==> src/common/vcfg_pkg.sv <==
// shared types and constants for the vector configuration path
// covers vsetvli, vsetivli and vsetvl plus the shadow / queue / arch stages
// every block refers to these by scoped names

package vcfg_pkg;

    localparam int VLEN   = 128;              // vector register length in bits
    localparam int QDEPTH = 4;                // in-flight queue depth
    localparam int QPTR_W = $clog2(QDEPTH);   // queue pointer width
    localparam int QCNT_W = $clog2(QDEPTH + 1);

    localparam logic [6:0] OPC_OPV   = 7'b1010111;  // OP-V major opcode
    localparam logic [2:0] F3_OPCFG  = 3'b111;      // config group of OP-V
    localparam logic [1:0] FORM_IVLI = 2'b11;       // vsetivli tag in [31:30]
    localparam logic [1:0] FORM_VL   = 2'b10;       // vsetvl tag in [31:30]

    typedef logic [31:0] vl_t;

    // element width codes above SEW32 are unsupported
    typedef enum logic [2:0] {
        SEW8  = 3'b000,
        SEW16 = 3'b001,
        SEW32 = 3'b010
    } vsew_t;

    typedef enum logic [2:0] {
        LMUL1      = 3'b000,
        LMUL2      = 3'b001,
        LMUL4      = 3'b010,
        LMUL8      = 3'b011,
        LMULRSVD   = 3'b100,  // reserved encoding
        LMULEIGHTH = 3'b101,
        LMULFOURTH = 3'b110,
        LMULHALF   = 3'b111
    } vlmul_t;

    // vtype CSR low byte order with vill on top
    typedef struct packed {
        logic   vill;
        logic   vma;
        logic   vta;
        vsew_t  vsew;
        vlmul_t vlmul;
    } vtype_t;

    typedef enum logic [1:0] {
        VSETVLI  = 2'd0,
        VSETIVLI = 2'd1,
        VSETVL   = 2'd2,
        NOT_VCFG = 2'd3
    } vcfg_kind_t;

    // vsetvli / vsetvl layout
    typedef struct packed {
        logic        top;     // 0 = vsetvli, 1 = vsetvl or vsetivli
        logic [10:0] zimm;
        logic [4:0]  rs1;
        logic [2:0]  funct3;
        logic [4:0]  rd;
        logic [6:0]  opcode;
    } vcfg_reg_view_t;

    // vsetivli layout
    typedef struct packed {
        logic [1:0] form;
        logic [9:0] zimm;
        logic [4:0] uimm;     // avl immediate
        logic [2:0] funct3;
        logic [4:0] rd;
        logic [6:0] opcode;
    } vcfg_imm_view_t;

    typedef union packed {
        vcfg_reg_view_t r;
        vcfg_imm_view_t i;
    } vcfg_inst_u;

    typedef struct packed {
        vcfg_inst_u  inst;
        logic [31:0] rs1_val;
        logic [31:0] rs2_val;
    } vcfg_req_t;

    typedef struct packed {
        vcfg_kind_t kind;
        vtype_t     vtype_req;
        vl_t        avl;
        logic [4:0] rd;
        logic       keep_vl;    // rs1 = x0, rd = x0
        logic       vlmax_req;  // rs1 = x0, rd != x0
    } vcfg_dec_t;

    typedef struct packed {
        vtype_t     vtype;
        vl_t        vl;
        logic [4:0] rd;
        logic       wr_rd;      // rd is not x0
    } vcfg_entry_t;

endpackage

==> src/design/vcfg_arch_csr.sv <==
// architectural vtype / vl / vill, committed from the queue head
// a retire pulse pops one entry, vl goes back to rd a cycle later

`timescale 1ns/1ps

module vcfg_arch_csr (
    input  logic                  CLK,
    input  logic                  nRST,
    input  logic                  retire,
    input  logic                  flush,
    input  vcfg_pkg::vcfg_entry_t head,
    input  logic                  not_empty,
    output logic                  pop,
    output vcfg_pkg::vtype_t      arch_vtype,
    output vcfg_pkg::vl_t         arch_vl,
    output logic                  rd_wr_valid,
    output logic [4:0]            rd_idx,
    output vcfg_pkg::vl_t         rd_data
);

    logic do_wb;

    // flush wins over retire
    assign pop   = retire && not_empty && !flush;
    assign do_wb = pop && head.wr_rd;

    always_ff @(posedge CLK, negedge nRST) begin
        if (!nRST) begin
            arch_vtype  <= '{vill: 1'b0, vma: 1'b0, vta: 1'b0,
                             vsew: vcfg_pkg::SEW8, vlmul: vcfg_pkg::LMUL1};
            arch_vl     <= '0;
            rd_wr_valid <= 1'b0;
        end else begin
            rd_wr_valid <= do_wb;       // single cycle pulse
            if (pop) begin
                arch_vtype <= head.vtype;  // vill kept here only
                arch_vl    <= head.vl;
            end
        end
    end

    // writeback payload
    always_ff @(posedge CLK) begin
        if (do_wb) begin
            rd_idx  <= head.rd;
            rd_data <= head.vl;
        end
    end

endmodule

==> src/design/vcfg_decode.sv <==
// combinational decode of the vector configuration instructions
// classifies the word, picks the vtype source and the avl source
// and flags the rs1 = x0 special cases for the shadow stage

`timescale 1ns/1ps

module vcfg_decode (
    input  vcfg_pkg::vcfg_req_t req,
    output vcfg_pkg::vcfg_dec_t dec
);

    vcfg_pkg::vcfg_inst_u inst;
    logic                 is_cfg;   // OP-V with the config funct3
    logic                 rs1_x0;
    logic                 rd_x0;
    logic [7:0]           vt_bits;  // vma, vta, vsew, vlmul

    assign inst   = req.inst;
    assign is_cfg = (inst.r.opcode == vcfg_pkg::OPC_OPV) &&
                    (inst.r.funct3 == vcfg_pkg::F3_OPCFG);
    assign rs1_x0 = (inst.r.rs1 == 5'd0);
    assign rd_x0  = (inst.r.rd == 5'd0);

    always_comb begin
        dec           = '0;
        dec.kind      = vcfg_pkg::NOT_VCFG;
        dec.rd        = inst.r.rd;
        vt_bits       = '0;
        if (is_cfg) begin
            if (!inst.r.top) begin
                dec.kind = vcfg_pkg::VSETVLI;
                vt_bits  = inst.r.zimm[7:0];    // upper zimm bits ignored
            end else if (inst.i.form == vcfg_pkg::FORM_IVLI) begin
                dec.kind = vcfg_pkg::VSETIVLI;
                vt_bits  = inst.i.zimm[7:0];
            end else if (inst.i.form == vcfg_pkg::FORM_VL) begin
                dec.kind = vcfg_pkg::VSETVL;
                vt_bits  = req.rs2_val[7:0];    // vtype from rs2
            end
        end

        dec.vtype_req = {1'b0, vt_bits};  // vill never requested

        case (dec.kind)
            vcfg_pkg::VSETVLI, vcfg_pkg::VSETVL: begin
                dec.avl       = req.rs1_val;
                dec.keep_vl   = rs1_x0 && rd_x0;
                dec.vlmax_req = rs1_x0 && !rd_x0;
            end
            vcfg_pkg::VSETIVLI: begin
                // uimm sits where rs1 would be
                dec.avl = {27'd0, inst.i.uimm};
            end
            default: begin
                dec.rd = 5'd0;  // nothing to write back
            end
        endcase
    end

endmodule

==> src/design/vcfg_top.sv <==
// top of the vector configuration path
// decode + shadow produce configs, the queue holds them, arch commits
// requests use valid/ready, retire and flush are single-cycle pulses

`timescale 1ns/1ps

module vcfg_top (
    input  logic                CLK,
    input  logic                nRST,
    input  logic                req_valid,
    input  vcfg_pkg::vcfg_req_t req,
    input  logic                retire,
    input  logic                flush,
    output logic                req_ready,
    output vcfg_pkg::vtype_t    vtype_shadow,
    output vcfg_pkg::vl_t       vl_shadow,
    output vcfg_pkg::vtype_t    arch_vtype,
    output vcfg_pkg::vl_t       arch_vl,
    output logic                rd_wr_valid,
    output logic [4:0]          rd_idx,
    output vcfg_pkg::vl_t       rd_data
);

    vcfg_pkg::vcfg_dec_t   dec;
    vcfg_pkg::vcfg_entry_t new_cfg;
    vcfg_pkg::vcfg_entry_t head;
    logic                  accept;
    logic                  push, pop;
    logic                  not_empty, full;

    assign req_ready = !full;  // registered queue state only
    assign accept    = req_valid && req_ready;

    vcfg_decode i_decode (
        .req (req),
        .dec (dec)
    );

    vcfg_shadow_csr i_shadow (
        .CLK          (CLK),
        .nRST         (nRST),
        .dec          (dec),
        .accept       (accept),
        .flush        (flush),
        .arch_vtype   (arch_vtype),
        .arch_vl      (arch_vl),
        .vtype_shadow (vtype_shadow),
        .vl_shadow    (vl_shadow),
        .new_cfg      (new_cfg),
        .push         (push)
    );

    vcfg_inflight_fifo i_fifo (
        .CLK       (CLK),
        .nRST      (nRST),
        .push      (push),
        .wdata     (new_cfg),
        .pop       (pop),
        .flush     (flush),
        .head      (head),
        .not_empty (not_empty),
        .full      (full)
    );

    vcfg_arch_csr i_arch (
        .CLK         (CLK),
        .nRST        (nRST),
        .retire      (retire),
        .flush       (flush),
        .head        (head),
        .not_empty   (not_empty),
        .pop         (pop),
        .arch_vtype  (arch_vtype),
        .arch_vl     (arch_vl),
        .rd_wr_valid (rd_wr_valid),
        .rd_idx      (rd_idx),
        .rd_data     (rd_data)
    );

endmodule

==> src/shadow_csr/vcfg_inflight_fifo.sv <==
// circular queue of computed configurations waiting for retirement
// push and pop may share a cycle and a flush drops every entry

`timescale 1ns/1ps

module vcfg_inflight_fifo (
    input  logic                  CLK,
    input  logic                  nRST,
    input  logic                  push,
    input  vcfg_pkg::vcfg_entry_t wdata,
    input  logic                  pop,
    input  logic                  flush,
    output vcfg_pkg::vcfg_entry_t head,
    output logic                  not_empty,
    output logic                  full
);

    vcfg_pkg::vcfg_entry_t         mem [vcfg_pkg::QDEPTH];
    logic [vcfg_pkg::QPTR_W-1:0]   wptr, rptr;
    logic [vcfg_pkg::QCNT_W-1:0]   count;
    logic                          do_push, do_pop;

    assign full      = (count == vcfg_pkg::QCNT_W'(vcfg_pkg::QDEPTH));
    assign not_empty = (count != '0);
    assign do_push   = push && !full && !flush;
    assign do_pop    = pop && not_empty && !flush;
    assign head      = mem[rptr];

    always_ff @(posedge CLK, negedge nRST) begin
        if (!nRST) begin
            wptr  <= '0;
            rptr  <= '0;
            count <= '0;
        end else if (flush) begin
            wptr  <= '0;  // everything in flight is discarded
            rptr  <= '0;
            count <= '0;
        end else begin
            if (do_push)
                wptr <= wptr + 1'b1;  // wraps at QDEPTH
            if (do_pop)
                rptr <= rptr + 1'b1;
            case ({do_push, do_pop})
                2'b10:   count <= count + 1'b1;
                2'b01:   count <= count - 1'b1;
                default: count <= count;     // both or neither
            endcase
        end
    end

    // entry storage
    always_ff @(posedge CLK) begin
        if (do_push)
            mem[wptr] <= wdata;
    end

endmodule

==> src/shadow_csr/vcfg_shadow_csr.sv <==
// speculative vtype / vl copy seen by decode
// computes the new configuration for each accepted vset* instruction,
// pushes it toward the in-flight queue and reloads from arch on flush
// vill is kept out of the speculative view

`timescale 1ns/1ps

module vcfg_shadow_csr (
    input  logic                  CLK,
    input  logic                  nRST,
    input  vcfg_pkg::vcfg_dec_t   dec,
    input  logic                  accept,
    input  logic                  flush,
    input  vcfg_pkg::vtype_t      arch_vtype,
    input  vcfg_pkg::vl_t         arch_vl,
    output vcfg_pkg::vtype_t      vtype_shadow,
    output vcfg_pkg::vl_t         vl_shadow,
    output vcfg_pkg::vcfg_entry_t new_cfg,
    output logic                  push
);

    vcfg_pkg::vsew_t  vsew_q, vsew_next;
    vcfg_pkg::vlmul_t vlmul_q, vlmul_next;
    vcfg_pkg::vl_t    vl_q, vl_next;
    vcfg_pkg::vl_t    sew_base;   // VLEN / SEW
    vcfg_pkg::vl_t    vlmax;
    logic             illegal;

    always_ff @(posedge CLK, negedge nRST) begin
        if (!nRST) begin
            vsew_q  <= vcfg_pkg::SEW8;
            vlmul_q <= vcfg_pkg::LMUL1;
            vl_q    <= '0;
        end else begin
            vsew_q  <= vsew_next;
            vlmul_q <= vlmul_next;
            vl_q    <= vl_next;
        end
    end

    assign vtype_shadow = '{vill: 1'b0, vma: 1'b0, vta: 1'b0, vsew: vsew_q, vlmul: vlmul_q};
    assign vl_shadow    = vl_q;

    // vlmax = VLEN / SEW * LMUL
    always_comb begin
        case (dec.vtype_req.vsew)
            vcfg_pkg::SEW8:  sew_base = vcfg_pkg::VLEN / 8;
            vcfg_pkg::SEW16: sew_base = vcfg_pkg::VLEN / 16;
            vcfg_pkg::SEW32: sew_base = vcfg_pkg::VLEN / 32;
            default:         sew_base = '0;  // unsupported width
        endcase
        case (dec.vtype_req.vlmul)
            vcfg_pkg::LMUL1:      vlmax = sew_base;
            vcfg_pkg::LMUL2:      vlmax = sew_base << 1;
            vcfg_pkg::LMUL4:      vlmax = sew_base << 2;
            vcfg_pkg::LMUL8:      vlmax = sew_base << 3;
            vcfg_pkg::LMULHALF:   vlmax = sew_base >> 1;
            vcfg_pkg::LMULFOURTH: vlmax = sew_base >> 2;
            vcfg_pkg::LMULEIGHTH: vlmax = sew_base >> 3;  // may round to 0
            default:              vlmax = '0;
        endcase
    end

    // only tail / mask undisturbed supported
    assign illegal = (dec.vtype_req.vsew > vcfg_pkg::SEW32) ||
                     dec.vtype_req.vta || dec.vtype_req.vma ||
                     (dec.vtype_req.vlmul == vcfg_pkg::LMULRSVD);

    always_comb begin
        new_cfg.rd    = dec.rd;
        new_cfg.wr_rd = (dec.rd != 5'd0);
        if (illegal) begin
            new_cfg.vtype = '{vill: 1'b1, vma: 1'b0, vta: 1'b0,
                              vsew: vcfg_pkg::SEW8, vlmul: vcfg_pkg::LMUL1};
            new_cfg.vl    = '0;
        end else begin
            new_cfg.vtype = dec.vtype_req;
            if (dec.keep_vl)
                new_cfg.vl = vl_q;          // rs1 = rd = x0
            else if (dec.vlmax_req)
                new_cfg.vl = vlmax;
            else if (dec.avl < vlmax)
                new_cfg.vl = dec.avl;
            else
                new_cfg.vl = vlmax;         // clamp
        end
    end

    assign push = accept && !flush && (dec.kind != vcfg_pkg::NOT_VCFG);

    always_comb begin
        vsew_next  = vsew_q;
        vlmul_next = vlmul_q;
        vl_next    = vl_q;
        if (flush) begin
            // rebuild from committed state
            vsew_next  = arch_vtype.vsew;
            vlmul_next = arch_vtype.vlmul;
            vl_next    = arch_vl;
        end else if (push) begin
            vsew_next  = new_cfg.vtype.vsew;   // zeroed when illegal
            vlmul_next = new_cfg.vtype.vlmul;
            vl_next    = new_cfg.vl;
        end
    end

endmodule

==> config.mk <==
export PLATFORM = sky130hd
export DESIGN_NAME = vcfg_top
export DESIGN_NICKNAME = d
export VERILOG_FILES = /design/src/common/vcfg_pkg.sv /design/src/design/vcfg_arch_csr.sv /design/src/design/vcfg_decode.sv /design/src/design/vcfg_top.sv /design/src/shadow_csr/vcfg_inflight_fifo.sv /design/src/shadow_csr/vcfg_shadow_csr.sv
export SDC_FILE = /design/constraint.sdc
export NUM_CORES = 1
export LEC_CHECK = 0
export ABC_AREA = 1
export ABC_CLOCK_PERIOD_IN_PS = 7000
export BUFFER_PORTS_ARGS = -buffer_cell sky130_fd_sc_hd__buf_2
export CAP_MARGIN = 15
export CORE_AREA = 2 2 200 202
export DETAILED_ROUTE_END_ITERATION = 10
export DIE_AREA = 0 0 202 204
export GPL_ROUTABILITY_DRIVEN = 0
export HOLD_SLACK_MARGIN = 0.03
export PLACE_DENSITY_LB_ADDON = 0.25
export SYNTH_ARGS = -nofsm -noshare
export SYNTH_HDL_FRONTEND = slang
export SYNTH_SLANG_ARGS = --single-unit
export TNS_END_PERCENT = 5
==> constraint.sdc <==
create_clock -name CLK -period 7 [get_ports CLK]
set_input_delay 1.05 -clock CLK [delete_from_list [all_inputs] [get_ports CLK]]
set_output_delay 1.05 -clock CLK [all_outputs]
set_load 0.02 [all_outputs]
==> results of run 1 <==
-- kinds of logic (layout without fill, tap and decap cells) --
family / count (synthesis) / in the layout / synth area share (%)
AOI/OAI and AO/OA: 265 / 265 / 11.9
xor gates and xnor gates: 2 / 2 / 0.133
adders and majority gates: 12 / 12 / 1.20
buffers and inverters: 210 / 409 / 6.20
DFF: 312 / 312 / 67.8
muxes: 6 / 6 / 0.512
other: 1 / 16 / 0.0284
and+or+nand+nor: 366 / 366 / 12.3
-- layer usage --
| metal | track usage (%) | vias up | part of all wire (%) |
|---|---|---|---|
| met2 | 27.4 | 265 | 48 |
| met4 | 4.10 | 2 | 1.8 |
| met3 | 2.57 | 43 | 5.6 |
| met1 | 21.2 | 4415 | 45 |
| met5 | 0 | - | 0.033 |
| li1 | - | 4468 | - |
-- stage by stage --
| step | utilization (%) | power (W) | hold slack, ps |
|---|---|---|---|
| floorplan | - | 0.00326 | 513 |
| global placement | 37.6 | 0.00377 | 485 |
| detailed placement | 37.6 | 0.00378 | 488 |
| CTS | 40.2 | 0.00541 | 381 |
| global route | 40.2 | 0.00563 | 410 |
| finish | 40.2 | 0.00533 | 401 |
-- state kept, by name, indices dropped and copies added (netlist names) --
signal and cells:
i_arch.arch_vl 32, i_arch.arch_vtype 9, i_fifo.rptr 2, i_arch.rd_idx 5
i_shadow.vsew_q 3, i_fifo.wptr 2, i_arch.rd_data 32, i_arch.rd_wr_valid 1
i_fifo.mem 188, i_shadow.vlmul_q 3, i_shadow.vl_shadow 32, i_fifo.count 3
-- worst reg2reg max path, delay by kind of cell, from the launching register on --
family | cells | cell delay, ps
buffers and inverters | 2 | 1220
DFF | 1 | 1030
AOI/OAI and AO/OA | 2 | 920
and+or+nand+nor | 1 | 270
-- worst paths after layout --
path                                                 endpoint  cells past startpoint  slack, ps
max in group asynchronous          i_fifo.rptr[0]$_DFFE_PN0P_                      2       5260
hold / removal             i_shadow.vl_shadow[26]$_DFFE_PN0P_                      1        400
setup / recovery                  i_fifo.count[2]$_DFFE_PN0P_                     12       2570
hold reg to reg                i_shadow.vsew_q[0]$_DFFE_PN0P_                      2        500
min in group CLK               i_shadow.vsew_q[0]$_DFFE_PN0P_                      2        500
setup reg to reg                 i_arch.rd_data[19]$_DFFE_PP_                      5       3180
-- placed cells by master, fill, tap and decap left out, types with 11 or more instances in the layout --
cell,Yosys,routed
inv_1,145,142
nand4_1,15,15
nor3_2,13,13
edfxtp_1,225,225
buf_2,8,191
o221ai_1,26,26
buf_4,3,12
nor3_1,16,16
nor2_1,129,124
o22ai_1,55,55
a21oi_1,14,14
o21ai_0,143,143
nand3_1,27,27
clkbuf_16,0,31
ha_1,11,11
dfrtp_1,87,85
conb_1,1,15
nand2_1,150,150
-- area by class of cell --
cell class	count	area (sq um)	share of cell area, %
clock buffers	37	808	5.13
multi-input cells	666	3540	22.5
repair buffers	203	1050	6.64
well taps	525	657	4.17
clock inverters	20	186	1.18
inverters	149	561	3.56
diodes	1	2.50	0.0159
flip-flops and latches	312	8940	56.8
-- where the power goes --
group          total, W  internal (W)  switching, W
clock           0.00162      0.000933      0.000684
sequential      0.00244       0.00224      0.000196
combinational   0.00128      0.000413      0.000867
total           0.00533       0.00359       0.00175
==> results.txt, run 1 <==
The residual overflow from global routing came out at 0. The summed area of non-filler cells in the final layout is 0.0157 sq mm. The aggregate negative setup slack is 0 ps. The worst setup path is captured at a register. The share of flip-flops with an asynchronous set or reset came out at 27.9%.

Once layout is complete, the cells apart from fillers number 1,913. Across all setup checks in the final design, the least slack found is 2570 ps. In this run the horizontal extent of the chip is 202 um. Across the routed clock network, the largest skew measured is 12.7 ps. TritonCTS built the clock tree. Data on the critical path arrives at its endpoint at roughly 4900 ps.

Tracing the worst setup path back leads to its startpoint at flush. The via count of the routed design came out at roughly 9,000. The number of global-route vias before repair is 9,079. The final max-slew violation count came to 0. Yosys printed 0 warnings. The ratio of routed vias to standard cells is about 4.8. The count of buffers added by post-CTS timing repair for setup came out at 0.

The maximum fanout encountered on the critical timing path came out at 41. In the final routed layout, each cell accounts on average for 17.2 um. The filler cell count came out at 3,782. The post-synth design cell area is 0.0132 sq mm. Ranked by instance count, the synthesized netlist is headed by edfxtp_1, nand2_1, inv_1. The count of flip-flops with a built-in enable after synthesis is 225. The path class of the tightest hold or removal check is input pin to async pin.

The worst path required time is 7420 ps. The distinct cell type count of the synthesized netlist came out at 45. The type of element launching the critical path is an input pin. In this run the critical register-to-register path is launched from i_fifo.rptr[1]$_DFFE_PN0P_. Clock-pin slew was measured on the worst setup and hold paths at 60 ps. The actual transition at the worst max-transition pin is 1150 ps. Dividing total power by cell area gives a power density of 339 mW/mm^2.

The placeable core region came out at 0.0392 sq mm. The number of buffers on the longest clock path came out at 3. The number of instances in the placed design is 1,855. The top achievable clock speed is 0.226 GHz. The instance area after placement is 0.0147 sq mm. The number of cells upsized or downsized after cts came out at 0.

The number of buffers inserted by port buffering is 192. In the finished design, the share of the clock period the worst path needs comes to around 63%. The delay of the slowest cell on the worst path came out at about 690 ps. The final count of hold timing violations came out at 0.

The share of layout cells above drive strength 1 is around 22%. The maximum vdd drop is 0.172 mV. The signal on the critical path passes through buf_2 -> inv_2 -> nand3_1 -> nor2_4 -> buf_4 -> nor2_2 -> inv_2 -> nor2_1 -> fa_1 -> xnor2_1 -> xor2_1 -> o22ai_1. Yosys attributes the largest share of cell area to edfxtp_1, dfrtp_1, o21ai_0. The number of register bits inferred by synthesis is between 300 and 400.

The largest net degree at the start of global routing came out at 96. The number of clock sinks came out at 312. The sequential-to-total area share from yosys stat is between 60% and 70%. The detail route stage leaves a number of antenna-violating nets equal to 0.

The tightest slew margin relative to the limit is 22.8%. The kind of cell adding the most delay to the critical path is buffers and inverters. The standby leakage power came out at 6.44 nW. For this run, the total global-route usage over all layers was measured as ~16%.

The number of clock buffers added by TritonCTS is 31. The start-to-end type of the worst setup path is input pin to register. The tool flagged a number of max-cap violations equal to 0. For the worst-skew pair, the clock arrives at the later sink with an insertion delay of around 550 ps. The initial core utilization is 33.6%. The die span in y came out at 204 um. The final setup violation count came out at 0.

The final critical delay including setup and external delays came out at 4430 ps. A synthesized cell averages about 11 sq um. The half-perimeter wire length after detailed placement is roughly 20,000 um. On the critical path, the stage with the largest delay is an instance of inv_2.

The flow ran to the end, and the final reports show no timing, DRC or antenna violations. The post-route DRC violation count is 0. The most used flip-flop cell after synthesis is edfxtp_1. The cell sitting at the root of the clock tree is a clkbuf_16. The hold buffer count at cts came out at 0.

Setup repair after global routing left no endpoint under its margin. After synthesis, the largest area contributor takes up 51.2% of total cell area. The number of violations reported at the end of detailed-routing iteration 0 came out at around 600. The number of antenna violations at the first check in global routing is 2. The cell occurring most often along the worst timing path is inv_2. The most frequent cell after synthesis is edfxtp_1. The net count of the finished layout is about 1,500. The number of placement rows came out at 73. The critical path buffer and inverter count came out at 4.

The synthesized design spends more area on one cell type than any other, namely edfxtp_1. The number of top-level design ports came out at 222. Compared with the post-synthesis result, the final layout area differs by 19.4%. The floorplan step defined a die boundary enclosing 0.0412 sq mm. The first-pass detailed-route iteration total came out at 5. After detailed routing, the total wire length is 33,000 um. The H-tree depth is 1. The global-route wire length before repair came out at 51,600 um. The instance count of the mapped netlist is 1,174. OpenSTA, run right after detailed placement, puts the worst setup slack at approximately 1900 ps.
Note: power is estimated with default switching activity, not from simulation.
==> run 2: changes to the inputs <==
ABC_AREA = 0   (was 1)
ABC_CLOCK_PERIOD_IN_PS = 4100   (was 7000)
CORE_AREA = 2 2 197 199   (was 2 2 200 202)
DIE_AREA = 0 0 199 201   (was 0 0 202 204)
clock period = 4.1 ns   (was 7 ns; I/O delays follow)
==> results.txt, run 2 <==
STA puts the critical path data required time at 4400 ps. VDD sags by at most 0.215 mV. Walking the worst path, the cells encountered are buf_2 -> nand2b_1 -> buf_12 -> mux2_4 -> nor4_1 -> a31oi_1 -> a21oi_1 -> inv_1 -> ha_1 -> a2111oi_2 -> o211ai_2 -> a21oi_4 -> buf_12 -> mux2i_1 -> nand2_1 -> a21oi_1. The library cell used most frequently in the layout, excluding fill and tap cells, is edfxtp_1. Counting every instance in the synthesized netlist gives approximately 750. In the layout the commonest cells are edfxtp_1, buf_2, dfrtp_1, mux4_2, mux2_2. The cell type contributing the most total cell area after synthesis is edfxtp_1.

The net count of the finished layout is 1,107. The number of buffers inserted by port buffering came out at approximately 190. The die area came out at 0.0400 sq mm. The summed area of non-filler cells in the final layout is 0.0157 sq mm. The residual overflow from global routing came out at 0. In this run the vertical extent of the chip is 201 um.

The sequential-to-total area share from yosys stat came out at 70.4%. The actual transition at the worst max-transition pin came out at just under 700 ps. CTS placed an instance of clkbuf_16 at the clock tree root.

Across the run, the number of max-cap violations was 0. The minimum hold slack came out at 77.8 ps. The placed instances occupy a cell area of 0.0146 sq mm. In this run, synthesis produced a sequential element count of 312.

The count of buffers added by post-CTS timing repair for setup is 0. The count of flip-flops with a built-in enable after synthesis is 225. Power comes to between 0.006 and 0.007 W. In this run the critical register-to-register path is launched from i_fifo.count[0]$_DFFE_PN0P_.

In the synthesized netlist the async set-or-reset flop fraction comes to 27.9%. The count of yosys warnings during synthesis came out at 0. Across the routed clock network, the largest skew measured is between 10 and 15 ps.

Counting flops per register, the top entry is i_fifo.mem. The endpoint identified for the worst register-to-register timing path is i_shadow.vl_shadow[20]$_DFFE_PN0P_. The number of top-level design ports came out at 222. The worst-case reg-to-reg path depth is 8. The tightest slew margin relative to the limit is 54.3%. The growth of design area from synthesis to finish came out at 23.9%. The flow ran to the end, and the final reports show no timing, DRC or antenna violations. The final layout contains routed wiring with a total length of 29,600 um. Among all flip-flop cells after synthesis, the most frequent one is edfxtp_1. The placeable core region is 0.0381 sq mm.

The final count of hold timing violations came out at 0. In this run, post-CTS repair resized a total of 0 instances. The cell area power density is about 440 mW/mm^2. In this run the worst setup path terminates at i_fifo.mem[3][13]$_DFFE_PP_. The commonest cells after synthesis are edfxtp_1, dfrtp_1, mux4_2. The ratio of final minimum period to clock period came out at 87.0%.

Setup repair after global routing left no endpoint under its margin. Tracing the worst setup path back leads to its startpoint at req[94]. The first detailed-routing pass ran for 4 iterations. The post-route DRC violation count came out at 0.

The analysis attributes to cell leakage a power of 6.16 nW. The most frequent cell after synthesis is edfxtp_1. Setup slack on the worst reg-to-reg path comes out at 1670 ps.

The instance count on the critical path came out at 16. By startpoint and endpoint, the worst setup path is classified as input pin to register. The distinct cell type count of the synthesized netlist is 64. The worst hold path belongs to the class input pin to async pin. The number of global-route vias before repair came out at 7,789. The total routing usage reported by global routing is between 10% and 20%. STA classifies the critical path endpoint as a register. The filler cell count came out at 3,530. The antenna diode instance count is 0. The final max-slew violation count is 0.

The average wire length per cell after detail routing came out at 19.2 um. The number of clock sinks came out at 312. The top cell type's share of synthesized area is 53.2%.

After synthesis, the cell types taking the most area are edfxtp_1, dfrtp_1, mux4_2. The worst setup path is launched from an input pin. The ratio of routed vias to standard cells came out at 4.82. TritonCTS built the clock tree. The number of antenna violations at the first check in global routing is 0. The delay of the slowest cell on the worst path is 360 ps. The post-route netlist has 39.6% of its cells at a drive strength greater than 1. The number of placement rows is 72. Counting both buffers and inverters, the worst setup path holds a total of 4.

The final critical delay including setup and external delays is between 3000 and 4000 ps. In this run the remaining antenna-violating nets after routing total 0. The latest clock arrival within the worst-skew pair is 510 ps.

The final setup violation count is 0. The post-synthesis area per instance came out at 17.0 sq um. The flip-flop count of the largest register after layout came out at around 190. Once the floorplan was initialized, standard cells occupied 33.3% of the core. Entering global routing, the biggest net connects 54 pins. The hold buffer count at cts is 0. The maximum fanout encountered on the critical timing path is 10. In this run the number of H-tree levels came out at 2. In this design, the largest share of critical-path delay is due to compound AO/OA/AOI/OAI gates. Once detailed placement completed, the half-perimeter wirelength came to roughly 19,000 um. The global-route wire length before repair came out at 46,000 um. The longest clock path from root to sink contains 3 buffers.

The number of violations reported at the end of detailed-routing iteration 0 came out at approximately 390. The x dimension of the die came out at approximately 200 um. The number of buffers added by the clock tree synthesis step came out at 34. The top achievable clock speed came out at 0.280 GHz.

Across all layers, the routed design uses 7,408 vias. For the worst setup path, the data arrival time is 3860 ps. After clock tree synthesis, the clock-pin slew on the worst setup and hold paths is approximately 60 ps.

Summing every instance area after synthesis gives about 0.013 sq mm. On the critical path, the stage with the largest delay is an instance of a2111oi_2.
-- run 2: cell types whose count changed after synthesis, sizes merged, moves of 27 or more --
cell    change
inv       -137
nor2       -97
o22ai      -54
and2       +32
mux4       +47
mux2       +39
clkbuf     -27
o21ai     -140
nand2     -117
-- run 2: report_power, final --
| group | internal (W) | switching [W] | total, W |
|---|---|---|---|
| Clock | 0.00181 | 0.00119 | 0.00300 |
| Sequential | 0.00343 | 0.0000640 | 0.00349 |
| Combinational | 0.000177 | 0.000249 | 0.000426 |
| Total | 0.00542 | 0.00151 | 0.00692 |
-- run 2: how the worst min path moves through the flow --
| stage | from | to | slack [ps] | depth (start not counted) |
|---|---|---|---|---|
| finish | nRST | i_shadow.vl_shadow[22]$_DFFE_PN0P_ | 80 | 1 |
| detailed placement | i_shadow.vsew_q[0]$_DFFE_PN0P_ | i_shadow.vsew_q[0]$_DFFE_PN0P_ | 500 | 1 |
| CTS | nRST | i_shadow.vl_shadow[22]$_DFFE_PN0P_ | 80 | 1 |
| global route | nRST | i_shadow.vl_shadow[22]$_DFFE_PN0P_ | 110 | 1 |
| global placement | i_shadow.vlmul_q[2]$_DFFE_PN0P_ | i_shadow.vlmul_q[2]$_DFFE_PN0P_ | 490 | 2 |
| floorplan | nRST | i_arch.arch_vl[0]$_DFFE_PN0P_ | 320 | 0 |
-- run 2: per-stage QoR --
step           setup TNS (ps)  setup slack, ps  utilization, %  std cells
3_3_place_gp                0             40.4            38.3       1475
3_5_place_dp            -94.8            -18.6            38.3       1475
4_1_cts                     0              506            41.2       1536
6_report                    0              535            41.3       1537
2_1_floorplan               0              255               -        761
5_1_grt                     0              179            41.3       1537
-- run 2: area by class of cell --
cell class / count / area, sq um / area share, %
flip-flops and latches: 312 / 8940 / 56.8
multi-input cells: 396 / 3580 / 22.8
repair buffers: 238 / 1410 / 8.96
clock buffers: 53 / 1000 / 6.38
well taps: 518 / 648 / 4.12
clock inverters: 8 / 96.3 / 0.613
inverters: 12 / 45.0 / 0.286
-- run 2: per-layer routing --
layer | part of all wire (%) | wire length (um) | global-route usage, % | up-vias
met5 | 0 | 0 | 0 | -
met4 | 2.1 | 630 | 4.13 | 0
met3 | 4.7 | 1390 | 2.87 | 48
met2 | 48 | 14100 | 24.7 | 196
met1 | 45 | 13400 | 20.7 | 3778
li1 | - | - | - | 3386
-- run 2: logic make-up (layout without fill, tap and decap cells) --
logic type	Yosys count	in the layout	share of synthesized area (%)
flops	312	312	70.4
simple gates	173	173	7.28
mux	105	105	13.5
compound gates	86	86	5.29
buf+inv	53	311	1.95
fa+ha+maj	12	12	1.24
xor+xnor	5	5	0.345
other cells	1	15	0.0295
